**config.mk**
```make
export PLATFORM = sky130hd
export DESIGN_NAME = load_align
export DESIGN_NICKNAME = d
export VERILOG_FILES = /design/src/rtl/mem_pkg.sv /design/src/rtl/load_align.sv
export VERILOG_INCLUDE_DIRS = /design/src /design/src/rtl
export SDC_FILE = /design/constraint.sdc
export NUM_CORES = 1
export LEC_CHECK = 0
export BUFFER_PORTS_ARGS = -buffer_cell sky130_fd_sc_hd__buf_2
export CAP_MARGIN = 0
export CORE_UTILIZATION = 30
export DETAILED_ROUTE_END_ITERATION = 10
export MAX_ROUTING_LAYER = met4
export PLACE_DENSITY = 0.74
export SLEW_MARGIN = 25
export SYNTH_ARGS = -nofsm -noshare
export SYNTH_HDL_FRONTEND = slang
export SYNTH_SLANG_ARGS = --single-unit
```
**constraint.sdc**
```tcl
create_clock -name vclk -period 1.61
set_input_delay 0.161 -clock vclk [all_inputs]
set_output_delay 0.161 -clock vclk [all_outputs]
set_load 0.05 [all_outputs]
```
**src/rtl/mem_defs.svh**
```systemverilog
/*
 * Sizing macros for the memory stage.
 * Data word width, data RAM depth and RAM word index width.
 */

`ifndef MEM_DEFS_SVH
`define MEM_DEFS_SVH

// Width of one data word in bits.
`define MEM_WORD_BITS 32

// Data RAM depth in words.
`define MEM_RAM_WORDS 1024

// Word index width, log2 of the depth.
`define MEM_RAM_ADDR_BITS 10

`endif
```
**src/rtl/mem_pkg.sv**
```systemverilog
/*
 * Shared types of the memory stage.
 * Vector typedefs, op codes, bus FSM states and op class helpers.
 */

`include "mem_defs.svh"

package mem_pkg;

    typedef logic [`MEM_WORD_BITS-1:0]   word_t;     // Data word.
    typedef logic [31:0]                 addr_t;     // Byte address.
    typedef logic [`MEM_WORD_BITS/8-1:0] strb_t;     // One bit per byte lane.
    typedef logic [4:0]                  reg_idx_t;  // Register file index.

    typedef enum logic [3:0] {
        OP_NULL        = 4'd0,
        OP_ALU         = 4'd1,
        OP_LOAD_WORD   = 4'd2,
        OP_LOAD_HALF   = 4'd3,
        OP_LOAD_BYTE   = 4'd4,
        OP_LOAD_HALF_U = 4'd5,
        OP_LOAD_BYTE_U = 4'd6,
        OP_STORE_WORD  = 4'd7,
        OP_STORE_HALF  = 4'd8,
        OP_STORE_BYTE  = 4'd9
    } op_t;

    typedef enum logic [1:0] { IDLE, ADDR, DATA, RESP } ctrl_state_t;

    function automatic logic is_load(op_t op);
        return op inside {OP_LOAD_WORD, OP_LOAD_HALF, OP_LOAD_BYTE,
                          OP_LOAD_HALF_U, OP_LOAD_BYTE_U};
    endfunction

    function automatic logic is_store(op_t op);
        return op inside {OP_STORE_WORD, OP_STORE_HALF, OP_STORE_BYTE};
    endfunction

endpackage

```
**src/rtl/load_align.sv**
```systemverilog
/*
 * Load alignment.
 * Picks the addressed byte or half of a read word and extends it.
 */

`timescale 1ns/1ps

module load_align import mem_pkg::*; (
    input  op_t        op,
    input  logic [1:0] addr_lo,
    input  word_t      din,
    output word_t      dout
);

    logic [7:0]  byte_sel;
    logic [15:0] half_sel;

    assign byte_sel = din[{addr_lo, 3'b000} +: 8];          // Lane by byte offset.
    assign half_sel = addr_lo[1] ? din[31:16] : din[15:0];  // Upper or lower half.

    always_comb begin
        case (op)
            OP_LOAD_HALF: begin
                dout = {{16{half_sel[15]}}, half_sel};
            end
            OP_LOAD_BYTE: begin
                dout = {{24{byte_sel[7]}}, byte_sel};
            end
            OP_LOAD_HALF_U: begin
                dout = {16'h0000, half_sel};
            end
            OP_LOAD_BYTE_U: begin
                dout = {24'h000000, byte_sel};
            end
            default: begin
                dout = din;                                 // Word loads as read.
            end
        endcase
    end

endmodule

```
==> impl_metrics.yaml, run 1 <==
logic_synthesis:
  ys_seq_area_share_pct: 0
  syn_area_per_cell_sq_um: 6.631
  synth_area_sq_um: 596.8
  syn_nets: 128
  ys_top_cells_by_area: "nand2_1, mux2i_1, a221o_2, a221o_1, nor2_1"
  synthCells: 90
  yosysUniqueCellTypes: 23
  synth-warning-count: 0
  post-synth-top-area-fraction_pct: 22.01
  yosysTopAreaCell: "nand2_1"
power:
  ir_drop_uv: 352.6
  p_switching_mw: 0.5017
  p_per_area_nw_per_um2: 524.3
  cellLeakagePower_nw: 0.8656
  power_frac_clock_pct: 0
  switching_share_pct: 57.81
  p_seq_share_pct: 0
  p_int_mw: 0.3661
  power_frac_comb_pct: 100.0
route:
  vias: 1224
  post_drt_wl_per_cell_um: 20.62
  ant_nets: 0
  first_iter_violations: 43
  route.detailed.drc: 0
  via_per_inst: 6.090
  wl_mm: 4.145
  dr.pass1.iters: 4
grt:
  grt_pass1_vias: 1031
  track_usage_pct: 27.12
  grt_overflow: 0
  antenna_found_initial: 0
  grt_pass1_wl_mm: 4.264
  grt_max_degree: 13
placement:
  hpwl_mm: 2.074
  routabilityCongestion: 0.9299
  portBuffers: 70
  dp_cells: 198
  pre_cts_slack_ns: -0.2591
final_layout:
  area_growth_pct: 177.4
  clock_buffers: 0
  drive_gt1_share_pct: 76.70
  seq_cells: 0
  ff_latch_area_sq_um: 0
  diodes: 0
  layout.cells.non_filler: 201
  fin_nets: 216
setup_path:
  path_class: "input pin to output port"
  cp_top_family: "multiplexers"
  worstPathCellList: "buf_8, mux4_2, and3b_2, buf_6, a221o_2, buf_8"
  arrival_ns: 1.64
  critPathMostFrequentCell: "buf_8"
  cp_slowest_stage_delay_ns: 0.49
  critPathMaxFanout: 4
  critPathRequiredTime_ns: 1.45
  path_buf_inv: 3
  cp-end-kind: "output port"
  worst_setup_path_start_kind: "input pin"
  crit_slowest_cell: "mux4_2"
sta:
  worstMarginPinSlew_ns: 0.3815
  hold_slack_ns: 0.6918
  timing.final.crit_period_ns: 1.804
  rsz0062_at_grt: "true"
  clock.fmax_mhz: 554.4
  setup_viol: 30
  layout_setup_ws_ns: -0.1938
  drv_slew: 0
  fin_crit_sh_pct: 112.0
  slew_headroom_pct: 74.55
  hold_viol_final: 0
floorplanning:
  boundaryPins: 70
  die_area_sq_um: 2172
  rows: 15
  die-width_um: 46.60
  initial_core_util_pct: 33.12
  die_h_um: 46.60
  core_area_sq_um: 1802
hold_path:
  hold_path_depth: 3
  min_from: "din[15]"
  min_to: "dout[15]"
  worstHoldPathType: "input pin to output port"
outcome:
  violations: "negative setup slack"
  status: "finished with violations"
run:
  maxCapViolations: 0
clock_tree:
  cts_hold_buf: 0
cells in the mapped netlist:
master	count
a221o_1	7
mux2i_1	8
and3_1	1
mux2_2	1
buf_1	1
a21o_1	1
xor2_1	1
nand2_1	35
and3b_1	1
nor2_1	7
a32oi_2	1
a221o_2	7
inv_1	2
o21bai_1	3
a22o_2	1
nor4_1	1
nor2_4	1
a22oi_1	1
clkbuf_1	3
mux4_2	1
nor2b_1	3
buf_6	2
nor3b_1	1
metrics by stage:
| step | power [mW] | utilization (%) | cell area (sq um) | TNS, ns |
|---|---|---|---|---|
| after floorplan | 0.4210 | - | 609.3 | -0.7875 |
| after global placement | 0.5905 | 61.53 | 1109 | -4.327 |
| after detailed placement | 0.5993 | 61.53 | 1109 | -5.982 |
| after CTS | 0.7265 | 77.64 | 1399 | -2.447 |
| after global routing | 0.8936 | 91.88 | 1655 | -4.248 |
| final | 0.8678 | 91.88 | 1655 | -3.595 |
cell families after synthesis:
family	count (synthesis)	share of synthesized area, %
XOR/XNOR	1	1.468
AO/OA/AOI/OAI	21	35.64
buffers and inverters	8	7.547
AND/OR/NAND/NOR	50	36.27
multiplexers	10	19.08
how the worst max path moves through the flow:
stage,start,endpoint,slack (ns),depth (start not counted)
2_1_floorplan,addr_lo[0],dout[19],-0.08,6
3_3_place_gp,addr_lo[0],dout[12],-0.22,6
3_5_place_dp,op[2],dout[4],-0.26,6
4_1_cts,addr_lo[0],dout[12],-0.17,6
5_1_grt,addr_lo[0],dout[11],-0.21,6
6_report,addr_lo[0],dout[11],-0.19,6
cells in the final DEF, fill, tap and decap left out, drive strengths merged, types with 2 or more instances in the layout:
master / n
buf: 91
nand2: 35
a221o: 14
mux2i: 8
nor2: 8
nor2b: 3
o21bai: 3
inv: 2
final cells by class:
cell class / instances / area, sq um
fill: 71 / 146.4
inverter: 2 / 7.507
multi-input combinational: 82 / 726.9
tap: 25 / 31.28
timing repair buffer: 92 / 889.6
layer usage:
| layer | global-route usage [%] | part of all wire, % | vias up |
|---|---|---|---|
| li1 | - | - | 510 |
| met1 | 28.47 | 36 | 578 |
| met2 | 52.50 | 50 | 118 |
| met3 | 2.353 | 9.8 | 18 |
| met4 | 7.059 | 4.0 | 0 |
| met5 | - | 0 | - |
power by group through the flow:
stage               registers (mW)  clock network, mW  logic, mW
floorplan                        0                  0      0.421
global placement                 0                  0      0.591
detailed placement               0                  0      0.599
CTS                              0                  0      0.727
global route                     0                  0      0.894
finish                           0                  0      0.868
repair_timing:
action | in CTS | in global routing
setup endpoints to repair | 32 | 32
gates resized for setup | 84 | 65
setup buffers | 1 | 1
hold endpoints to repair | 0 | 0
gates cloned | 0 | 1
pin swaps | 6 | 6
Power figures use the tool's default switching activity.
==> run 2, diff against run 1 <==
--- a/config.mk
+++ b/config.mk
@@ -12,6 +12,7 @@
 export DETAILED_ROUTE_END_ITERATION = 10
 export MAX_ROUTING_LAYER = met4
 export PLACE_DENSITY = 0.74
+export REMOVE_ABC_BUFFERS = 1
 export SLEW_MARGIN = 25
 export SYNTH_ARGS = -nofsm -noshare
 export SYNTH_HDL_FRONTEND = slang
==> run 2 against run 1 <==
  * Largest power group unchanged
  * Non-clock buffer count is 8 higher
  * Utilization is 3.1 points lower
  * Combinational power is 6.1% lower
  * Die area stayed put
  * Flip-flop and latch count stayed put
  * Largest cell class unchanged
  * The flow still finishes with violations (negative setup slack)
  * Design area is 3.4% lower
==> impl_metrics.yaml, run 2 (synthesis results as in run 1) <==
outcome:
  status: "finished with violations"
  violations: "negative setup slack"
grt:
  grt_pass1_vias: 1014
  track_usage_pct: 29.23
  antenna_found_initial: 0
  grt_max_degree: 17
  grt_pass1_wl_mm: 4.457
  grt_overflow: 0
final_layout:
  seq_cells: 0
  fill_cells: 87
  fin_nets: 224
  mostFrequentLayoutCells: "buf_2, buf_6, buf_4"
  drive_gt1_share_pct: 74.46
  ff_latch_area_sq_um: 0
  layout.cells.non_filler: 209
  clock_buffers: 0
  multi_input_comb_area_sq_um: 684.4
  area_growth_pct: 167.9
  diodes: 0
run:
  maxCapViolations: 0
setup_path:
  arrival_ns: 1.63
  path_class: "input pin to output port"
  cp-end-kind: "output port"
  critPathMaxFanout: 5
  worst_setup_path_start_kind: "input pin"
  cp_slowest_stage_delay_ns: 0.46
  crit_slowest_cell: "mux4_2"
  cp_top_family: "multiplexers"
  worstPathCellList: "buf_2, mux4_2, and3b_2, buf_6, a221o_2, buf_8"
  critPathRequiredTime_ns: 1.45
  path_buf_inv: 3
sta:
  timing.final.crit_period_ns: 1.793
  rsz0062_at_grt: "true"
  fin_crit_sh_pct: 111.4
  clock.fmax_mhz: 557.7
  drv_slew: 0
  worstMarginPinSlew_ns: 0.3191
  slew_headroom_pct: 78.73
  setup_viol: 25
  hold_slack_ns: 0.6797
  finalSetupTns_ns: -3.944
  hold_viol_final: 0
  layout_setup_ws_ns: -0.1831
placement:
  portBuffers: 70
  hpwl_mm: 2.221
  routabilityCongestion: 0.7713
  dp_cells: 201
  pre_cts_slack_ns: -0.3218
route:
  dr.pass1.iters: 4
  via_per_inst: 5.474
  first_iter_violations: 26
  route.detailed.drc: 0
  wl_mm: 3.465
  post_drt_wl_per_cell_um: 16.58
  vias: 1144
  ant_nets: 0
floorplanning:
  die-width_um: 46.60
  rows: 15
  die_area_sq_um: 2172
  initial_core_util_pct: 33.12
  core_area_sq_um: 1802
  boundaryPins: 70
  die_h_um: 46.60
power:
  p_per_area_nw_per_um2: 509.7
  total_power_mw: 0.8150
  ir_drop_uv: 424.9
  cellLeakagePower_nw: 0.8627
hold_path:
  worstHoldPathType: "input pin to output port"
-- run 2: cell types whose count changed in the layout (fill, tap and decap cells not counted), moves of 3 or more --
cell     before  now
buf_6        27   32
nand2_4      13    5
buf_4        16   27
a221o_1       0    7
a221o_2      14    7
buf_8        17    7
buf_2        29   32
nand2_2       3   12
-- run 2: layout make-up --
cell class,instances,share of cell area [%]
multi-input combinational,82,42.80
tap,25,1.956
inverter,2,0.4695
timing repair buffer,100,54.77
-- run 2: what timing repair did --
item                       CTS  global route
resized for setup           87            33
pin swaps                    2             8
hold buffers                 0             0
setup endpoints to repair   32            32
cloned                       1             0
setup buffers                3             5
-- run 2: layer usage --
metal / part of all wire, % / GRT usage (%) / vias up
met3: 4.6 / 0 / 8
li1: - / - / 527
met2: 56 / 59.17 / 68
met5: 0 / - / -
met4: 1.5 / 3.529 / 0
met1: 38 / 31.64 / 541
-- run 2: metrics by stage --
stage               utilization [%]  cell area (sq um)
finish                        88.75               1599
global route                  88.75               1599
CTS                           80.49               1450
detailed placement            62.08               1119
global placement              62.08               1119
floorplan                         -              559.3
-- run 2: worst min-delay path: stages --
cell,delay (ns)
buf_2,0.09
nand2_1,0.05
nand2_2,0.07
buf_6,0.15
-- run 2: final timing paths --
kind    start  endpoint  slack [ns]  cells after the start
min   din[18]  dout[18]        0.68                      4
max   din[15]  dout[13]       -0.18                      6
-- run 2: where the power goes --
part	internal (mW)	total (mW)	switching [mW]
clock network	0	0	0
logic	0.339	0.815	0.476
registers	0	0	0
