<file path="config.mk">
export PLATFORM = sky130hd
export DESIGN_NAME = store_align
export DESIGN_NICKNAME = d
export VERILOG_FILES = /design/src/rtl/mem_pkg.sv /design/src/rtl/store_align.sv
export VERILOG_INCLUDE_DIRS = /design/src /design/src/rtl
export SDC_FILE = /design/constraint.sdc
export NUM_CORES = 1
export LEC_CHECK = 0
export BUFFER_PORTS_ARGS = -buffer_cell sky130_fd_sc_hd__buf_4
export CORE_MARGIN = 3
export CORE_UTILIZATION = 33
export DETAILED_ROUTE_END_ITERATION = 10
export PLACE_DENSITY = 0.79
export SLEW_MARGIN = 20
export SYNTH_ARGS = -nofsm -noshare
export SYNTH_HDL_FRONTEND = slang
export SYNTH_SLANG_ARGS = --single-unit
</file>
<file path="constraint.sdc">
create_clock -name vclk -period 1.1
set_input_delay 0.055 -clock vclk [all_inputs]
set_output_delay 0.055 -clock vclk [all_outputs]
set_load 0.02 [all_outputs]
</file>
<file path="src/rtl/mem_defs.svh">
/*
 * Sizing macros for the memory stage.
 * Data word width, data RAM depth and RAM word index width.
 */

`ifndef MEM_DEFS_SVH
`define MEM_DEFS_SVH

// Width of one data word in bits.
`define MEM_WORD_BITS 32

// Data RAM depth in words.
`define MEM_RAM_WORDS 1024

// Word index width, log2 of the depth.
`define MEM_RAM_ADDR_BITS 10

`endif
</file>
<file path="src/rtl/mem_pkg.sv">
/*
 * Shared types of the memory stage.
 * Vector typedefs, op codes, bus FSM states and op class helpers.
 */

`include "mem_defs.svh"

package mem_pkg;

    typedef logic [`MEM_WORD_BITS-1:0]   word_t;     // Data word.
    typedef logic [31:0]                 addr_t;     // Byte address.
    typedef logic [`MEM_WORD_BITS/8-1:0] strb_t;     // One bit per byte lane.
    typedef logic [4:0]                  reg_idx_t;  // Register file index.

    typedef enum logic [3:0] {
        OP_NULL        = 4'd0,
        OP_ALU         = 4'd1,
        OP_LOAD_WORD   = 4'd2,
        OP_LOAD_HALF   = 4'd3,
        OP_LOAD_BYTE   = 4'd4,
        OP_LOAD_HALF_U = 4'd5,
        OP_LOAD_BYTE_U = 4'd6,
        OP_STORE_WORD  = 4'd7,
        OP_STORE_HALF  = 4'd8,
        OP_STORE_BYTE  = 4'd9
    } op_t;

    typedef enum logic [1:0] { IDLE, ADDR, DATA, RESP } ctrl_state_t;

    function automatic logic is_load(op_t op);
        return op inside {OP_LOAD_WORD, OP_LOAD_HALF, OP_LOAD_BYTE,
                          OP_LOAD_HALF_U, OP_LOAD_BYTE_U};
    endfunction

    function automatic logic is_store(op_t op);
        return op inside {OP_STORE_WORD, OP_STORE_HALF, OP_STORE_BYTE};
    endfunction

endpackage

</file>
<file path="src/rtl/store_align.sv">
/*
 * Store alignment.
 * Moves the store value into its byte lane and builds the write strobes.
 */

`timescale 1ns/1ps

module store_align import mem_pkg::*; (
    input  op_t        op,
    input  logic [1:0] addr_lo,
    input  word_t      din,
    output word_t      dout,
    output strb_t      strb
);

    always_comb begin
        dout = din;
        strb = '0;
        case (op)
            OP_STORE_WORD: begin
                strb = '1;                            // Whole word.
            end
            OP_STORE_HALF: begin
                if (addr_lo[1]) begin
                    dout = din << 16;                 // Upper half lane.
                    strb = 4'b1100;
                end else begin
                    strb = 4'b0011;
                end
            end
            OP_STORE_BYTE: begin
                dout = din << {addr_lo, 3'b000};      // Byte lane by offset.
                strb = strb_t'(1) << addr_lo;
            end
            default: begin
                strb = '0;                            // No write for other ops.
            end
        endcase
    end

endmodule

</file>
==> flow_summary.ini, run 1 <==
[layout]
drive_gt1_share_pct = 68.82
clkbuf_count = 0
multi_input_area_um2 = 772.0
area_growth_pct = 157.7
seqCellArea_um2 = 0
num-fill-cells = 46
seq_cell_count = 0
fin_area_um2 = 1732
diodes = 0
nets = 226

[sta]
min_period_ps = 1385
hold-worst-slack_ps = 436.3
finalMaxSlewViolations = 0
tightest_slew_ps = 238.8
slew_headroom_pct = 83.95
finalHoldViolations = 0
setup_viol = 33
max_clock_freq_ghz = 0.7222
grt_setup_unrepaired = true
worst_slack_ps = -284.7
period_share_pct = 125.9

[floorplanning]
pin_count = 74
die-area_um2 = 2613
fp.dieH_um = 51.12
coreArea_um2 = 1821
start_util_pct = 36.91
rows = 15
die_x_um = 51.12

[global_routing]
grt_pass1_vias = 1228
grt-ovfl-total = 0
grt.total_usage_pct = 26.36
grt_pass1_wl_um = 5561
antenna_found_initial = 0
grt_max_degree = 25

[route]
dr.first_iter.drc_count = 49
ant_nets = 0
first_pass_iters = 6
vias = 1317
viasPerCell = 6.242
routed_wl_um = 4605
wl_per_cell_um = 21.82
drcViolationCount = 0

[placed_design]
hpwl_um = 2330
portBuffers = 74
postPlaceCellArea_um2 = 1374
finalWeightedCongestion = 0.8411

[critical_path]
cp-end-kind = primary output
cp_cell_sequence = buf_6 > nand2b_4 > or3_4 > buf_12 > a221o_1 > buf_6
crit_type = input pin to primary output
critPathArrivalTime_ps = 1330
cpMostUsedCell = buf_6
crit_path_max_fanout = 24
worstPathRequired_ps = 1040
max_stage_delay_ps = 390
crit_path_start_kind = input pin
crit_slowest_cell = or3_4

[synthesis]
yosysTopAreaCellShare_pct = 17.88
synthTopCellsByCount = 24 x nand3_1, 9 x and2_1, 9 x inv_1
yosysWarnings = 0
syn_area_per_cell_um2 = 6.652
synth_cells = 101
syn-num-nets = 139
synth_top_area_cell = nand3_1
ys_top_cells_by_area = nand3_1 18%, a221o_1 12%, a22o_1 10%
syn_area_um2 = 671.9
synth.distinct_cells = 23
ys_seq_area_share_pct = 0
yosysMostFrequentCell = nand3_1

[run_status]
violations = negative setup slack
status = finished, violations left

[flow_run]
drv_cap = 0

[worst_hold_path]
hold_path.class = input pin to primary output

[pwr]
peakVddDrop_v = 0.0003558
p_leak_uw = 0.0008302
p_per_area_nw_per_um2 = 434.7
## cell usage in the layout, fill, tap and decap left out, types with 2 or more instances in the layout
master / n
nand2_1: 2
a221o_1: 8
buf_12: 4
inv_1: 9
nand2_2: 2
nand3_4: 4
buf_6: 35
and2_1: 8
a22o_1: 7
buf_4: 56
and3_1: 8
o2111ai_2: 8
nand3_1: 9
nand3_2: 11
## cell families (layout without fill, tap and decap cells)
family          Yosys count  in the layout  synth area share [%]
compound gates           28             28                 36.50
buf+inv                  19            104                 15.83
simple gates             54             54                 47.67
## routing by layer
metal / share of wire (%) / GRT usage (%) / up-vias
met4: 5.4 / 8.072 / 0
li1: - / - / 565
met3: 7.8 / 2.332 / 26
met2: 51 / 51.07 / 100
met1: 36 / 29.69 / 626
met5: 0 / 0 / -
## where the power goes
group | internal (uW) | switching (uW) | leakage, uW
Combinational | 383 | 370 | 0.000830
Sequential | 0 | 0 | 0
Clock | 0 | 0 | 0
## area by class of cell
cell class,count,share of cell area [%]
inverters,9,1.951
repair buffers,95,51.66
multi-input cells,82,44.58
well taps,25,1.806
## through the flow
step           util (%)  power, uW  worst slack, ps  setup TNS (ps)  cells
5_1_grt           95.12      784.4           -300.1           -5672    211
4_1_cts           85.43      641.8           -237.2           -4078    212
3_5_place_dp      75.46      596.1           -286.5           -5583    208
3_3_place_gp      75.46      587.6           -255.9           -4972    208
2_1_floorplan         -      270.0           -122.7           -1296    101
6_report          95.12      752.7           -284.7           -4659    211
## final timing paths
check	start	to	slack [ps]	cells after the start
setup / recovery	op[2]	dout[16]	-280	6
hold / removal	din[12]	dout[12]	440	3
## what timing repair did
item                       4_1_cts  5_1_grt
hold buffers                     0        0
cloned                           2        0
setup endpoints to repair       33       33
gates resized for setup         30       45
setup buffers                    2        1
pin swaps                       15        9
## critical path, delay by kind of cell
kind / cells / cell delay (ps)
AOI/OAI and AO/OA: 1 / 330
buffers and inverters: 3 / 420
and+or+nand+nor: 2 / 520
Note: power is estimated with default switching activity, not from simulation.
==> inputs of run 2 (changes only) <==
--- a/config.mk
+++ b/config.mk
@@ -6,11 +6,13 @@
 export SDC_FILE = /design/constraint.sdc
 export NUM_CORES = 1
 export LEC_CHECK = 0
+export ABC_AREA = 1
 export BUFFER_PORTS_ARGS = -buffer_cell sky130_fd_sc_hd__buf_4
+export CORE_ASPECT_RATIO = 0.6
 export CORE_MARGIN = 3
-export CORE_UTILIZATION = 33
+export CORE_UTILIZATION = 35
 export DETAILED_ROUTE_END_ITERATION = 10
-export PLACE_DENSITY = 0.79
+export PLACE_DENSITY = 0.63
 export SLEW_MARGIN = 20
 export SYNTH_ARGS = -nofsm -noshare
 export SYNTH_HDL_FRONTEND = slang
==> run 2 against run 1 <==
  * The run still ends with negative setup slack left
  * Count of clock-buffer cells in the layout unchanged
  * Worst setup slack better by 260 ps
  * Critical endpoint is now strb[3]
  * Largest power group unchanged
  * Non-clock buffer count up 3
  * Via count rose by 84%
==> flow_summary.ini, run 2 <==
[sta]
finalMaxSlewViolations = 0
worst_slack_ps = -20.37
hold-worst-slack_ps = 423.5
period_share_pct = 101.9
max_clock_freq_ghz = 0.8926
slew_headroom_pct = 80.92
tightest_slew_ps = 285.5
setup_viol = 6
finalHoldViolations = 0
grt_setup_unrepaired = true
min_period_ps = 1120

[layout]
seqCellArea_um2 = 0
drive_gt1_share_pct = 36.52
layout_common_cells = 182 x nand2_1, 57 x buf_4, 33 x nand3_1, 28 x buf_6, 23 x nand3_2
nets = 459
seq_cell_count = 0
num-fill-cells = 399
clkbuf_count = 0
area_growth_pct = 71.42
final_common_cell = nand2_1
diodes = 0
fin_area_um2 = 2694

[floorplanning]
die-area_um2 = 5357
pin_count = 74
fp.dieH_um = 57.91
die_x_um = 92.51
coreArea_um2 = 4212
rows = 18
start_util_pct = 37.31

[placed_design]
place_ws_ps = -11.23
portBuffers = 74
finalWeightedCongestion = 0.8619
hpwl_um = 4093
postPlaceCellArea_um2 = 2291

[critical_path]
cp-end-kind = primary output
crit_type = input pin to primary output
worstPathRequired_ps = 1040
crit_path_max_fanout = 6
crit_path_start_kind = input pin
critPathArrivalTime_ps = 1070

[route]
dr.first_iter.drc_count = 154
ant_nets = 0
routed_wl_um = 6158
vias = 2429
drcViolationCount = 0
viasPerCell = 5.071
first_pass_iters = 4
wl_per_cell_um = 12.86

[pwr]
p_leak_uw = 0.001592
peakVddDrop_v = 0.0001716
p_per_area_nw_per_um2 = 409.5

[synthesis]
synthTopCellsByCount = 202 x nand2_1, 45 x nand3_1, 19 x inv_1
syn_area_um2 = 1572
yosysMostFrequentCell = nand2_1
ys_top_cells_by_area = nand2_1 48%, nand3_1 14%, nand3_2 7.6%
yosysWarnings = 0
synth_top_area_cell = nand2_1
synth_cells = 342
yosysTopAreaCellShare_pct = 48.25
synth.distinct_cells = 18
syn-num-nets = 380
syn_area_per_cell_um2 = 4.595
ys_seq_area_share_pct = 0

[flow_run]
drv_cap = 0

[run_status]
violations = negative setup slack
status = finished, violations left

[global_routing]
grt.total_usage_pct = 19.94
grt_pass1_wl_um = 9094
grt-ovfl-total = 0
grt_pass1_vias = 2002
grt_max_degree = 35
antenna_found_initial = 0

[worst_hold_path]
hold_path.class = input pin to primary output
run 2: logic make-up after synthesis:
group	Yosys count	synth area share, %
AOI/OAI and AO/OA	17	5.573
buffers and inverters	43	14.65
and+or+nand+nor	282	79.78
run 2: area by class of cell:
class / instances / area (um2) / share of cell area, %
multi-input combinational: 300 / 1519 / 56.39
timing repair buffer: 98 / 1013 / 37.62
inverter: 21 / 86.33 / 3.205
tap: 60 / 75.07 / 2.787
run 2: power breakdown:
| group | switching [uW] | internal (uW) |
|---|---|---|
| logic | 604 | 499 |
| registers | 0 | 0 |
| clock network | 0 | 0 |
| total | 604 | 499 |
run 2: worst max-delay path: stages:
cell	delay, ps
buf_8	100
inv_8	50
nand2_8	70
nor3_4	210
buf_6	150
clkbuf_16	160
nand2_4	60
nand3_2	70
buf_6	120
run 2: worst paths after layout:
path              endpoint     from  depth (start not counted)
hold / removal    dout[12]  din[12]                          4
setup / recovery   strb[3]    op[2]                          9
run 2: timing repair:
item / in CTS / in global routing
endpoints found under the setup margin: 2 / 36
gates cloned: 0 / 5
pin swaps: 0 / 20
hold buffers: 0 / 0
endpoints found under the hold margin: 0 / 0
buffers inserted: 0 / 3
gates resized for setup: 4 / 78
run 2: layer usage:
metal | track usage [%] | up-vias | part of all wire [%]
met4 | 1.691 | 0 | 0.58
met2 | 33.40 | 100 | 46
met5 | 0 | - | 0
met1 | 29.46 | 1094 | 44
li1 | - | 1230 | -
met3 | 1.167 | 5 | 9.2
run 2: per-stage QoR:
stage               instances  setup TNS (ps)  utilization, %  total power [uW]
floorplan                 342               0               -             547.9
global route              479           -1156           63.96              1204
detailed placement        471          -17.95           54.40             958.0
CTS                       471               0           54.81             968.8
global placement          471               0           54.40             950.5
finish                    479          -47.43           63.96              1103
==> inputs of run 3 (changes only) <==
--- a/config.mk
+++ b/config.mk
@@ -7,7 +7,7 @@
 export NUM_CORES = 1
 export LEC_CHECK = 0
 export ABC_AREA = 1
-export BUFFER_PORTS_ARGS = -buffer_cell sky130_fd_sc_hd__buf_4
+export BUFFER_PORTS_ARGS = -buffer_cell sky130_fd_sc_hd__buf_2
 export CORE_ASPECT_RATIO = 0.6
 export CORE_MARGIN = 3
 export CORE_UTILIZATION = 35
==> run 3 against run 2 <==
  * The run now ends clean
  * Critical path depth down 1
  * Flip-flop and latch count is the same
  * Final area is 14% lower
  * Largest power group unchanged
==> flow_summary.ini, run 3 (synthesized netlist as in run 2, its figures left out) <==
[run_status]
status = complete, no violations

[layout]
nets = 457
num-fill-cells = 466
seqCellArea_um2 = 0
clkbuf_count = 0
seq_cell_count = 0
final_cell_count_no_fill = 477
final_common_cell = nand2_1
fin_util_pct = 54.90
diodes = 0
layout_common_cells = 195 x nand2_1, 62 x buf_2, 39 x nand3_1, 17 x inv_1, 17 x nand3_2
area_growth_pct = 47.13
drive_gt1_share_pct = 31.89

[route]
viasPerCell = 5.019
wl_per_cell_um = 12.05
vias = 2394
drcViolationCount = 0
ant_nets = 0
first_pass_iters = 5
dr.first_iter.drc_count = 129
routed_wl_um = 5747

[floorplanning]
coreArea_um2 = 4212
pin_count = 74
die-area_um2 = 5357
start_util_pct = 37.31
die_x_um = 92.51
rows = 18
fp.dieH_um = 57.91

[placed_design]
finalWeightedCongestion = 0.8821
dpl.cell_count = 473
place_ws_ps = -19.71
portBuffers = 74
hpwl_um = 4215

[critical_path]
crit_type = input pin to primary output
cp-end-kind = primary output
worstPathRequired_ps = 1040
crit_path_start_kind = input pin
critPathArrivalTime_ps = 1000
crit_path_max_fanout = 6

[global_routing]
grt-ovfl-total = 0
antenna_found_initial = 0
grt_max_degree = 35
grt_pass1_vias = 1954
grt.total_usage_pct = 19.40
grtUsageMet2_pct = 32.47
use_met3_pct = 0.9079
use_met1_pct = 29.10
grt_pass1_wl_um = 8887
busiest_layer = met2

[sta]
setup_viol = 0
grt_setup_unrepaired = true
max_clock_freq_ghz = 0.9435
period_share_pct = 96.35
finalHoldViolations = 0
tightest_slew_ps = 222.3
slew_headroom_pct = 85.18
min_period_ps = 1060
finalMaxSlewViolations = 0
worst_slack_ps = 40.12
hold-worst-slack_ps = 438.1
tns_ps = 0

[pwr]
swShare_pct = 59.89
p_comb_share_pct = 100.0
p_per_area_nw_per_um2 = 410.1
p_sw_uw = 568.0
p_seq_share_pct = 0
peakVddDrop_v = 0.0001871
clkPwrFrac_pct = 0
p_leak_uw = 0.001380
internal_power_uw = 380.3

[worst_hold_path]
hold_path.class = input pin to primary output

[flow_run]
drv_cap = 0
[run 3: power groups by stage]
stage	Combinational [uW]	Sequential [uW]	Clock, uW
after global placement	847	0	0
after floorplan	548	0	0
after global routing	1040	0	0
after detailed placement	857	0	0
final	948	0	0
after CTS	865	0	0
[run 3: routing by layer]
metal  share of wire (%)  vias to the layer above
met3                  10                        0
met4                   0                        0
met5                   0                        -
met2                  44                      120
met1                  45                     1047
li1                    -                     1227
[run 3: path summary, 6_finish.rpt]
kind                  cells past startpoint        to  slack [ps]  startpoint
worst max-delay path                      8  dout[12]          40       op[1]
worst min-delay path                      4  dout[10]         440     din[10]
[run 3: critical path: stages]
cell and delay, ps:
buf_4 140, inv_4 60, nand2_4 70, nor3_4 220
buf_6 180, nand3_2 70, nand2_1 80, buf_6 110
[run 3: stage by stage]
step / instance area (um2) / total power (uW)
CTS: 2107 / 864.8
finish: 2312 / 948.3
global placement: 2096 / 846.9
floorplan: 1572 / 547.9
global route: 2312 / 1044
detailed placement: 2096 / 857.0
[run 3: area by class of cell]
cell class / count / area (um2) / share of cell area (%)
Multi-Input combinational cell: 299 / 1411 / 61.04
Timing Repair Buffer: 97 / 737.0 / 31.87
Inverter: 21 / 88.84 / 3.842
Tap cell: 60 / 75.07 / 3.247
[run 3: what timing repair did]
item,CTS,global route
pin swaps,2,5
hold buffers,0,0
cloned,0,2
resized for setup,4,41
endpoints found under the setup margin,10,36
buffers inserted,0,2
