<file path="config.mk">
export PLATFORM = sky130hd
export DESIGN_NAME = mem_ctrl_flat
export DESIGN_NICKNAME = d
export VERILOG_FILES = /design/src/rtl/mem_pkg.sv /design/src/rtl/axi_lite_if.sv /design/src/rtl/mem_ctrl.sv /design/src/flat_wrapper.sv
export VERILOG_INCLUDE_DIRS = /design/src /design/src/rtl
export SDC_FILE = /design/constraint.sdc
export NUM_CORES = 1
export LEC_CHECK = 0
export CORE_AREA = 2 2 142 144
export DETAILED_ROUTE_END_ITERATION = 10
export DIE_AREA = 0 0 144 146
export DONT_BUFFER_PORTS = 1
export SLEW_MARGIN = 20
export SYNTH_ARGS = -nofsm -noshare
export SYNTH_HDL_FRONTEND = slang
export SYNTH_SLANG_ARGS = --single-unit
</file>
<file path="constraint.sdc">
create_clock -name cache -period 8.95 [get_ports cache]
set_clock_uncertainty 0.1 [all_clocks]
set_input_delay 0.4475 -clock cache [delete_from_list [all_inputs] [get_ports cache]]
set_output_delay 0.4475 -clock cache [all_outputs]
set_load 0.05 [all_outputs]
</file>
<file path="src/rtl/mem_defs.svh">
/*
 * Sizing macros for the memory stage.
 * Data word width, data RAM depth and RAM word index width.
 */

`ifndef MEM_DEFS_SVH
`define MEM_DEFS_SVH

// Width of one data word in bits.
`define MEM_WORD_BITS 32

// Data RAM depth in words.
`define MEM_RAM_WORDS 1024

// Word index width, log2 of the depth.
`define MEM_RAM_ADDR_BITS 10

`endif
</file>
<file path="src/rtl/mem_pkg.sv">
/*
 * Shared types of the memory stage.
 * Vector typedefs, op codes, bus FSM states and op class helpers.
 */

`include "mem_defs.svh"

package mem_pkg;

    typedef logic [`MEM_WORD_BITS-1:0]   word_t;     // Data word.
    typedef logic [31:0]                 addr_t;     // Byte address.
    typedef logic [`MEM_WORD_BITS/8-1:0] strb_t;     // One bit per byte lane.
    typedef logic [4:0]                  reg_idx_t;  // Register file index.

    typedef enum logic [3:0] {
        OP_NULL        = 4'd0,
        OP_ALU         = 4'd1,
        OP_LOAD_WORD   = 4'd2,
        OP_LOAD_HALF   = 4'd3,
        OP_LOAD_BYTE   = 4'd4,
        OP_LOAD_HALF_U = 4'd5,
        OP_LOAD_BYTE_U = 4'd6,
        OP_STORE_WORD  = 4'd7,
        OP_STORE_HALF  = 4'd8,
        OP_STORE_BYTE  = 4'd9
    } op_t;

    typedef enum logic [1:0] { IDLE, ADDR, DATA, RESP } ctrl_state_t;

    function automatic logic is_load(op_t op);
        return op inside {OP_LOAD_WORD, OP_LOAD_HALF, OP_LOAD_BYTE,
                          OP_LOAD_HALF_U, OP_LOAD_BYTE_U};
    endfunction

    function automatic logic is_store(op_t op);
        return op inside {OP_STORE_WORD, OP_STORE_HALF, OP_STORE_BYTE};
    endfunction

endpackage

</file>
<file path="src/rtl/axi_lite_if.sv">
/*
 * AXI-lite link between the stage controller and the data RAM.
 * Master and slave modports; no prot bits and no response code.
 */

`timescale 1ns/1ps

interface axi_lite_if import mem_pkg::*; ();

    logic  awvalid;
    logic  awready;
    addr_t awaddr;

    logic  wvalid;
    logic  wready;
    word_t wdata;
    strb_t wstrb;

    logic  bvalid;
    logic  bready;

    logic  arvalid;
    logic  arready;
    addr_t araddr;

    logic  rvalid;
    logic  rready;
    word_t rdata;

    modport master (
        output awvalid, awaddr, wvalid, wdata, wstrb, bready, arvalid, araddr, rready,
        input  awready, wready, bvalid, arready, rvalid, rdata
    );

    modport slave (
        input  awvalid, awaddr, wvalid, wdata, wstrb, bready, arvalid, araddr, rready,
        output awready, wready, bvalid, arready, rvalid, rdata
    );

endinterface

</file>
<file path="src/rtl/mem_ctrl.sv">
/*
 * Memory stage controller.
 * Stream handshakes, beat capture, AXI-lite write and read FSMs,
 * and the writeback register.
 */

`timescale 1ns/1ps

module mem_ctrl import mem_pkg::*; (
    input  logic       cache,
    input  logic       rstart,
    input  logic       up_valid,
    output logic       up_ready,
    input  op_t        up_op,
    input  addr_t      up_alu,
    input  word_t      up_rs2,
    input  reg_idx_t   up_rd,
    output logic       down_valid,
    input  logic       down_ready,
    output op_t        down_op,
    output reg_idx_t   down_rd,
    output word_t      down_data,
    output op_t        st_op,
    output logic [1:0] st_addr_lo,
    output word_t      st_din,
    input  word_t      st_data,
    input  strb_t      st_strb,
    input  word_t      ld_word,
    axi_lite_if.master bus
);

    op_t         op_q;
    addr_t       alu_q;
    word_t       rs2_q;
    reg_idx_t    rd_q;
    ctrl_state_t wr_state;
    ctrl_state_t rd_state;
    logic        accept;
    logic        aw_done;
    logic        w_done;
    logic        wr_done;
    logic        rd_done;

    // Only one operation is held at a time.
    assign up_ready = (wr_state == IDLE) && (rd_state == IDLE) && !down_valid;
    assign accept   = up_valid && up_ready;

    assign aw_done = !bus.awvalid || bus.awready;
    assign w_done  = !bus.wvalid || bus.wready;
    assign wr_done = (wr_state == RESP) && bus.bvalid;   // B transfer.
    assign rd_done = (rd_state == DATA) && bus.rvalid;   // R transfer.

    always_ff @(posedge cache) begin
        if (accept) begin
            op_q  <= up_op;
            alu_q <= up_alu;
            rs2_q <= up_rs2;
            rd_q  <= up_rd;
        end
    end

    assign st_op      = op_q;
    assign st_addr_lo = alu_q[1:0];
    assign st_din     = rs2_q;

    // Payload comes from the held beat, so it stays stable under valid.
    assign bus.awaddr = {alu_q[31:2], 2'b00};
    assign bus.araddr = {alu_q[31:2], 2'b00};
    assign bus.wdata  = st_data;
    assign bus.wstrb  = st_strb;

    // ----------------------------------------------------------------------
    // Write FSM
    // ----------------------------------------------------------------------

    always_ff @(posedge cache) begin
        if (rstart) begin
            wr_state    <= IDLE;
            bus.awvalid <= 1'b0;
            bus.wvalid  <= 1'b0;
            bus.bready  <= 1'b0;
        end else begin
            case (wr_state)
                IDLE: begin
                    if (accept && is_store(up_op)) begin
                        bus.awvalid <= 1'b1;
                        bus.wvalid  <= 1'b1;
                        wr_state    <= ADDR;
                    end
                end
                ADDR: begin
                    if (bus.awready) bus.awvalid <= 1'b0;
                    if (bus.wready) bus.wvalid <= 1'b0;
                    if (aw_done && w_done) begin
                        bus.bready <= 1'b1;
                        wr_state   <= RESP;
                    end else if (aw_done) begin
                        wr_state <= DATA;               // Address taken, data pending.
                    end
                end
                DATA: begin
                    if (bus.wready) begin
                        bus.wvalid <= 1'b0;
                        bus.bready <= 1'b1;
                        wr_state   <= RESP;
                    end
                end
                RESP: begin
                    if (bus.bvalid) begin
                        bus.bready <= 1'b0;
                        wr_state   <= IDLE;
                    end
                end
            endcase
        end
    end

    // ----------------------------------------------------------------------
    // Read FSM
    // ----------------------------------------------------------------------

    always_ff @(posedge cache) begin
        if (rstart) begin
            rd_state    <= IDLE;
            bus.arvalid <= 1'b0;
            bus.rready  <= 1'b0;
        end else begin
            case (rd_state)
                IDLE: begin
                    if (accept && is_load(up_op)) begin
                        bus.arvalid <= 1'b1;
                        rd_state    <= ADDR;
                    end
                end
                ADDR: begin
                    if (bus.arready) begin
                        bus.arvalid <= 1'b0;
                        bus.rready  <= 1'b1;
                        rd_state    <= DATA;
                    end
                end
                DATA: begin
                    if (bus.rvalid) begin
                        bus.rready <= 1'b0;
                        rd_state   <= IDLE;
                    end
                end
                default: begin
                    rd_state <= IDLE;                   // No response phase on reads.
                end
            endcase
        end
    end

    // ----------------------------------------------------------------------
    // Writeback
    // ----------------------------------------------------------------------

    always_ff @(posedge cache) begin
        if (rstart) begin
            down_valid <= 1'b0;
        end else if (accept && !is_load(up_op) && !is_store(up_op)) begin
            down_valid <= 1'b1;
        end else if (wr_done || rd_done) begin
            down_valid <= 1'b1;
        end else if (down_valid && down_ready) begin
            down_valid <= 1'b0;
        end
    end

    // ALU value by default; loads replace it when the read returns.
    always_ff @(posedge cache) begin
        if (accept) begin
            down_op   <= up_op;
            down_rd   <= up_rd;
            down_data <= up_alu;
        end else if (rd_done) begin
            down_data <= ld_word;
        end
    end

endmodule

</file>
<file path="src/flat_wrapper.sv">
// flat-port wrapper written by rule: the top's interface ports become plain ports
module mem_ctrl_flat import mem_pkg::*;
  (cache, rstart, up_valid, up_ready, up_op, up_alu, up_rs2, up_rd, down_valid, down_ready, down_op, down_rd, down_data, st_op, st_addr_lo, st_din, st_data, st_strb, ld_word, bus_awvalid, bus_awaddr, bus_wvalid, bus_wdata, bus_wstrb, bus_bready, bus_arvalid, bus_araddr, bus_rready, bus_awready, bus_wready, bus_bvalid, bus_arready, bus_rvalid, bus_rdata);
  axi_lite_if bus_i ();
  input  logic cache;
  input  logic rstart;
  input  logic up_valid;
  output logic up_ready;
  input  op_t up_op;
  input  addr_t up_alu;
  input  word_t up_rs2;
  input  reg_idx_t up_rd;
  output logic down_valid;
  input  logic down_ready;
  output op_t down_op;
  output reg_idx_t down_rd;
  output word_t down_data;
  output op_t st_op;
  output logic [1:0] st_addr_lo;
  output word_t st_din;
  input  word_t st_data;
  input  strb_t st_strb;
  input  word_t ld_word;
  output wire logic [$bits(bus_i.awvalid)-1:0] bus_awvalid;
  output wire logic [$bits(bus_i.awaddr)-1:0] bus_awaddr;
  output wire logic [$bits(bus_i.wvalid)-1:0] bus_wvalid;
  output wire logic [$bits(bus_i.wdata)-1:0] bus_wdata;
  output wire logic [$bits(bus_i.wstrb)-1:0] bus_wstrb;
  output wire logic [$bits(bus_i.bready)-1:0] bus_bready;
  output wire logic [$bits(bus_i.arvalid)-1:0] bus_arvalid;
  output wire logic [$bits(bus_i.araddr)-1:0] bus_araddr;
  output wire logic [$bits(bus_i.rready)-1:0] bus_rready;
  input wire logic [$bits(bus_i.awready)-1:0] bus_awready;
  input wire logic [$bits(bus_i.wready)-1:0] bus_wready;
  input wire logic [$bits(bus_i.bvalid)-1:0] bus_bvalid;
  input wire logic [$bits(bus_i.arready)-1:0] bus_arready;
  input wire logic [$bits(bus_i.rvalid)-1:0] bus_rvalid;
  input wire logic [$bits(bus_i.rdata)-1:0] bus_rdata;
  assign bus_awvalid = bus_i.awvalid;
  assign bus_awaddr = bus_i.awaddr;
  assign bus_wvalid = bus_i.wvalid;
  assign bus_wdata = bus_i.wdata;
  assign bus_wstrb = bus_i.wstrb;
  assign bus_bready = bus_i.bready;
  assign bus_arvalid = bus_i.arvalid;
  assign bus_araddr = bus_i.araddr;
  assign bus_rready = bus_i.rready;
  assign bus_i.awready = bus_awready;
  assign bus_i.wready = bus_wready;
  assign bus_i.bvalid = bus_bvalid;
  assign bus_i.arready = bus_arready;
  assign bus_i.rvalid = bus_rvalid;
  assign bus_i.rdata = bus_rdata;
  mem_ctrl u_core (.cache(cache), .rstart(rstart), .up_valid(up_valid), .up_ready(up_ready), .up_op(up_op), .up_alu(up_alu), .up_rs2(up_rs2), .up_rd(up_rd), .down_valid(down_valid), .down_ready(down_ready), .down_op(down_op), .down_rd(down_rd), .down_data(down_data), .st_op(st_op), .st_addr_lo(st_addr_lo), .st_din(st_din), .st_data(st_data), .st_strb(st_strb), .ld_word(ld_word), .bus(bus_i));
endmodule
</file>
==> results of run 1 <==
-- per-layer routing --
layer / global-route usage (%) / up-vias / wire length, µm / part of all wire, %
li1: - / 905 / - / -
met1: 9.05 / 1057 / 3840 / 34
met2: 18.3 / 203 / 5910 / 52
met3: 6.52 / 33 / 1300 / 11
met4: 6.08 / 0 / 324 / 2.8
met5: 0 / - / 0 / 0
-- worst register-to-register path: stages (launching register included) --
cell,delay (ps)
dfxtp_1,340
inv_1,130
ha_1,250
nor4b_4,720
nand2_2,820
clkinv_2,450
buf_4,730
-- synth_stat cells, drive strengths merged --
master  instances  area (µm²)
a221oi          1        8.76
o21ai           3        15.0
mux2i           1        10.0
and3            1        6.26
nor2b           1        6.26
ha              5        62.6
a21bo           1        10.0
o311a           1        10.0
o21bai          1        7.51
a22oi           1        7.51
a21oi           6        30.0
edfxtp        105        3150
o21ba           1        10.0
a31oi           2        12.5
nand3           2        10.0
xnor2           1        8.76
o221ai          1        8.76
mux2           32         360
or3b            2        17.5
nand2           9        36.3
inv             9        33.8
or4             1        7.51
nand2b          4        25.0
dfxtp          10         200
a211oi          1        7.51
nor3b           1        7.51
o211ai          2        15.0
and4b           1        10.0
nor2            3        11.3
o221a           1        11.3
conb            1        3.75
and2            3        20.0
buf            77         589
nor4b           1        23.8
-- report_power, final --
part	switching, mW	leakage (nW)	total [mW]	internal, mW
clock network	0.254	0.286	0.694	0.440
registers	0.638	1.08	1.42	0.778
logic	0.148	0.339	0.224	0.0760
-- cells by family after synthesis --
logic type / count (synthesis) / share of synthesized area [%]
AOI/OAI and AO/OA: 22 / 3.24
xor gates and xnor gates: 1 / 0.184
adders and majority gates: 5 / 1.32
buffers and inverters: 86 / 13.1
DFF: 115 / 70.5
muxes: 33 / 7.79
other: 1 / 0.0788
and+or+nand+nor: 29 / 3.81
-- sequential cells by signal (all words and copies together) (netlist names) --
register,count
u_core.alu_q,32
u_core.down_data,32
u_core.st_din,32
u_core.down_rd,5
u_core.down_op,4
u_core.rd_state,2
u_core.wr_state,2
u_core.bus.arvalid,1
u_core.bus.awvalid,1
u_core.bus.bready,1
u_core.bus.rready,1
u_core.bus.wvalid,1
u_core.down_valid,1
-- metrics by stage --
stage	util (%)	area [µm²]	setup WS, ps
2_1_floorplan	-	4770	5150
3_3_place_gp	23.5	4540	4970
3_5_place_dp	23.5	4540	4850
4_1_cts	26.6	5150	4820
5_1_grt	26.6	5150	4630
6_report	26.7	5160	4950
-- layout make-up --
type / instances / share of cell area [%]
Antenna cell: 4 / 0.194
Clock buffer: 17 / 8.24
Clock inverter: 15 / 3.44
Inverter: 9 / 0.679
Multi-Input combinational cell: 94 / 15.6
Sequential cell: 115 / 65.0
Tap cell: 265 / 6.42
Timing Repair Buffer: 3 / 0.485
-- layout by cell type (no fill, tap or decap), drive strengths merged, types with 4 or more instances in the layout --
cell	n
dfxtp	10
a21oi	6
nand2b	4
nand2	9
inv	13
ha	5
clkinv	5
mux2	32
edfxtp	105
clkbuf	17
conb	4
diode	4
-- final timing paths --
kind,start,endpoint
worst min-delay path,up_alu[2],u_core.alu_q[2]$_DFFE_PP_
worst min register to register,u_core.wr_state[1]$_SDFFE_PP0P_,u_core.wr_state[1]$_SDFFE_PP0P_
worst max register to register,u_core.wr_state[0]$_SDFFE_PP0P_,u_core.down_op[2]$_DFFE_PP_
worst max-delay path,u_core.wr_state[0]$_SDFFE_PP0P_,u_core.down_op[2]$_DFFE_PP_
-- repair_timing --
item | CTS | global route
hold buffers | 1 | 0
endpoints found under the setup margin | 0 | 0
hold endpoints to repair | 4 | 0
==> summary.md, run 1 <==
| Metric | Value |
|---|---|
| IO Pins | `368` |
| Buf/Inv on CP | `3` |
| F_max | `250 MHz` |
| Reg2reg path depth | `6` |
| Worst path arrival time | `3920 ps` |
| Startpoint Class | `flip-flop` |
| Via density | `4.21` |
| Area occupied by multi-input gates | `803 µm²` |
| Area of the die | `0.0210 mm²` |
| All-Layer GR Usage | `10.5%` |
| Min-Delay Path Depth | `0` |
| Synth Register Bits | `115` |
| Clock Path Buffers | `2` |
| Crit path kind | `flip-flop to flip-flop` |
| Num CTS Buffers | `17` |
| Core area | `0.0193 mm²` |
| Worst path cell trace | `inv_1 -> ha_1 -> nor4b_4 -> nand2_2 -> clkinv_2 -> buf_4` |
| CTS HTree Levels | `4` |
| Peak supply drop | `0.135 mV` |
| Status | `complete, no violations` |
| Worst-path fanout max | `67` |
| Total power | `2.33 mW` |
| Root buf cell | `clkbuf_16` |
| Share of cells above drive strength 1 | `28.9%` |
| Row Count | `51` |
| CTS tree | `yes` |
| Post-layout min period | `4000 ps` |
| Cell count after synthesis | `292` |
| Filler Cell Count | `1990` |
| Reg clk slew, reported paths | `60 ps` |
| Average wire per standard cell | `21.8 µm` |
| Data required, critical path | `8870 ps` |
| Vias in the first global route | `2382` |
| Setup TNS Final | `0 ps` |
| LEAKAGE | `1.71 nW` |
| R2r setup slk | `4950 ps` |
| 1st-iter DRT viols | `100` |
| Final Slew Violations | `0` |
| Max-Cap Viols | `0` |
| Area grow syn2layout | `8.50%` |
| Post-CTS Setup Inserts | `0` |
| RSZ-0062 raised after global routing | `no` |
| Worst hold slack | `28.8 ps` |
| Global-route wire length before repair | `15.3 mm` |
| Critical path capture point type | `flip-flop` |
| Min-Delay Path Class | `input port to flip-flop` |
| Port Buf Inserts | `0` |
| Initial antenna violation count | `3` |
| Drt total wl | `11.4 mm` |
| Clock Latency Late Sink | `400 ps` |
| Non-Filler Instances | `522` |
| Worst slew pin tran | `1050 ps` |
| Drt pass-1 iters | `4` |
| DRC | `0` |
| Critical Path Stages | `6` |
| Die H | `146 µm` |
| Slowest stage cell on the critical path | `nand2_2` |
| Placed cells | `485` |
| Synthesis Warnings | `0` |
| Die Wd | `144 µm` |
| Total global routing overflow | `0` |
| Slowest Stage Delay on Critical Path | `810 ps` |
| Power Dens Cells | `452 mW/mm²` |
| Largest net degree at the start of global routing | `68` |
| Final setup fails | `0` |
| Final #Nets | `427` |
| Starting density of the core | `24.6%` |
| Sequential element share of the synthesized area | `70.5%` |
| Post-route ant nets | `0` |
| Synth cell types | `37` |
| DPL Wire Length | `8.21 mm` |
| Gpl congestion | `0.744` |
| Mean post-synth cell area | `16.3 µm²` |
| Max_slew headroom | `29.7%` |
| Clk sink count | `115` |
| Register area | `0.00335 mm²` |
| Synth Cell Area | `0.00476 mm²` |
| Vias | `2198` |
| PostCTS Resize Cnt | `0` |
| Critical path's top delay family | `simple AND/OR/NAND/NOR gates` |
| Final period util | `44.7%` |
| Hold Fails Final Rpt | `0` |
Power figures use the tool's default switching activity.
==> run 2, diff against run 1 <==
- clock period: 8.95 -> 3.9 ns (I/O delays scaled with it)
==> summary.md, run 2 <==
| Metric | Value |
|---|---|
| Synth top area cells | `edfxtp_1 (66%), buf_4 (12%), mux2_2 (7.6%)` |
| Synthesis Warnings | `0` |
| Async SR Flop Fraction | `0%` |
| Clk sink count | `115` |
| Synth cell types | `37` |
| Synth Cell Area | `0.00476 mm²` |
| DPL Wire Length | `8.33 mm` |
| Port Buf Inserts | `0` |
| IO Pins | `368` |
| Mean post-synth cell area | `16.3 µm²` |
| Row Count | `51` |
| Most frequent cell after synthesis | `edfxtp_1` |
| Post-synth top cells | `edfxtp_1 (105), buf_4 (74), mux2_2 (32)` |
| Num CTS Buffers | `17` |
| Sequential element share of the synthesized area | `70.5%` |
| Starting density of the core | `24.6%` |
| Failing step | `clock tree synthesis` |
| Post-synth EDFFs | `105` |
| Die Wd | `144 µm` |
| Top FF cell, synth | `edfxtp_1` |
| PostCTS Resize Cnt | `0` |
| Root buf cell | `clkbuf_16` |
| Clock Path Buffers | `2` |
| Cell accounting for the most synthesized area | `edfxtp_1` |
| Status | `aborted with a tool error` |
| Die H | `146 µm` |
| Gpl congestion | `0.746` |
| Synth Register Bits | `115` |
| Setup WS pre-CTS | `1190 ps` |
| Post-CTS Setup Inserts | `0` |
| CTS HTree Levels | `4` |
| Log Error | `[ERROR RSZ-0060] Max buffer count reached.` |
| Post-synth top area share | `66.3%` |
| Cell count after synthesis | `292` |
| CTS Hold Bufs | `105` |
run 2: cell counts after synthesis:
No cell type changed its count.
run 2: kinds of logic after synthesis:
| logic type | Yosys count | share of synthesized area, % |
|---|---|---|
| buffers and inverters | 86 | 13.1 |
| multiplexers | 33 | 7.79 |
| XOR/XNOR | 1 | 0.184 |
| AND/OR/NAND/NOR | 29 | 3.81 |
| AO/OA/AOI/OAI | 22 | 3.24 |
| flip-flops | 115 | 70.5 |
| other | 1 | 0.0788 |
| adder cells (fa/ha/maj) | 5 | 1.32 |
run 2: per-stage QoR:
| stage | cell area, µm² | cells |
|---|---|---|
| after detailed placement | 4570 | 487 |
| after global placement | 4570 | 487 |
| after floorplan | 4770 | 295 |
==> run 3, diff against run 2 <==
- CORE_AREA: 2 2 142 144 -> default
- CORE_MARGIN: default -> 2
- CORE_UTILIZATION: default -> 25
- DIE_AREA: 0 0 144 146 -> default
- PLACE_DENSITY_LB_ADDON: default -> 0.15
==> summary.md, run 3 <==
| Metric | Value |
|---|---|
| Gpl congestion | `0.714` |
| Post-CTS Setup Inserts | `0` |
| Sequential element share of the synthesized area | `70.5%` |
| Num CTS Buffers | `17` |
| Most frequent cell after synthesis | `edfxtp_1` |
| Status | `aborted with a tool error` |
| CTS Hold Bufs | `101` |
| Failing step | `clock tree synthesis` |
| PostCTS Resize Cnt | `0` |
| CTS HTree Levels | `4` |
| Async SR Flop Fraction | `0%` |
| Cell accounting for the most synthesized area | `edfxtp_1` |
| Log Error | `[ERROR RSZ-0060] Max buffer count reached.` |
| Synth Cell Area | `0.00476 mm²` |
| Post-synth EDFFs | `105` |
| Post-synth top cells | `edfxtp_1 (105), buf_4 (74), mux2_2 (32)` |
| DPL Wire Length | `7.76 mm` |
| Post-synth top area share | `66.3%` |
| Synth cell types | `37` |
| Synth Register Bits | `115` |
| Synthesis Warnings | `0` |
| Starting density of the core | `25.4%` |
| Cell count after synthesis | `292` |
| Row Count | `50` |
| Die H | `142 µm` |
| Mean post-synth cell area | `16.3 µm²` |
| Clock Path Buffers | `2` |
| Top FF cell, synth | `edfxtp_1` |
| Clk sink count | `115` |
| IO Pins | `368` |
| Synth top area cells | `edfxtp_1 (66%), buf_4 (12%), mux2_2 (7.6%)` |
| Root buf cell | `clkbuf_16` |
| Die Wd | `142 µm` |
| Port Buf Inserts | `0` |
run 3: cell counts after synthesis:
Identical to the previous run, type by type.
run 3: metrics by stage:
stage	instances	worst slack [ps]	utilization [%]	hold WS [ps]	instance area, µm²
after floorplan	295	97.7	-	164	4770
after detailed placement	458	1310	24.2	169	4530
after global placement	458	1300	24.2	167	4530
run 3: cells by family after synthesis:
family	synth area share [%]
buffers and inverters	13.1
adder cells (fa/ha/maj)	1.32
other	0.0788
XOR/XNOR	0.184
multiplexers	7.79
flip-flops	70.5
AND/OR/NAND/NOR	3.81
AO/OA/AOI/OAI	3.24
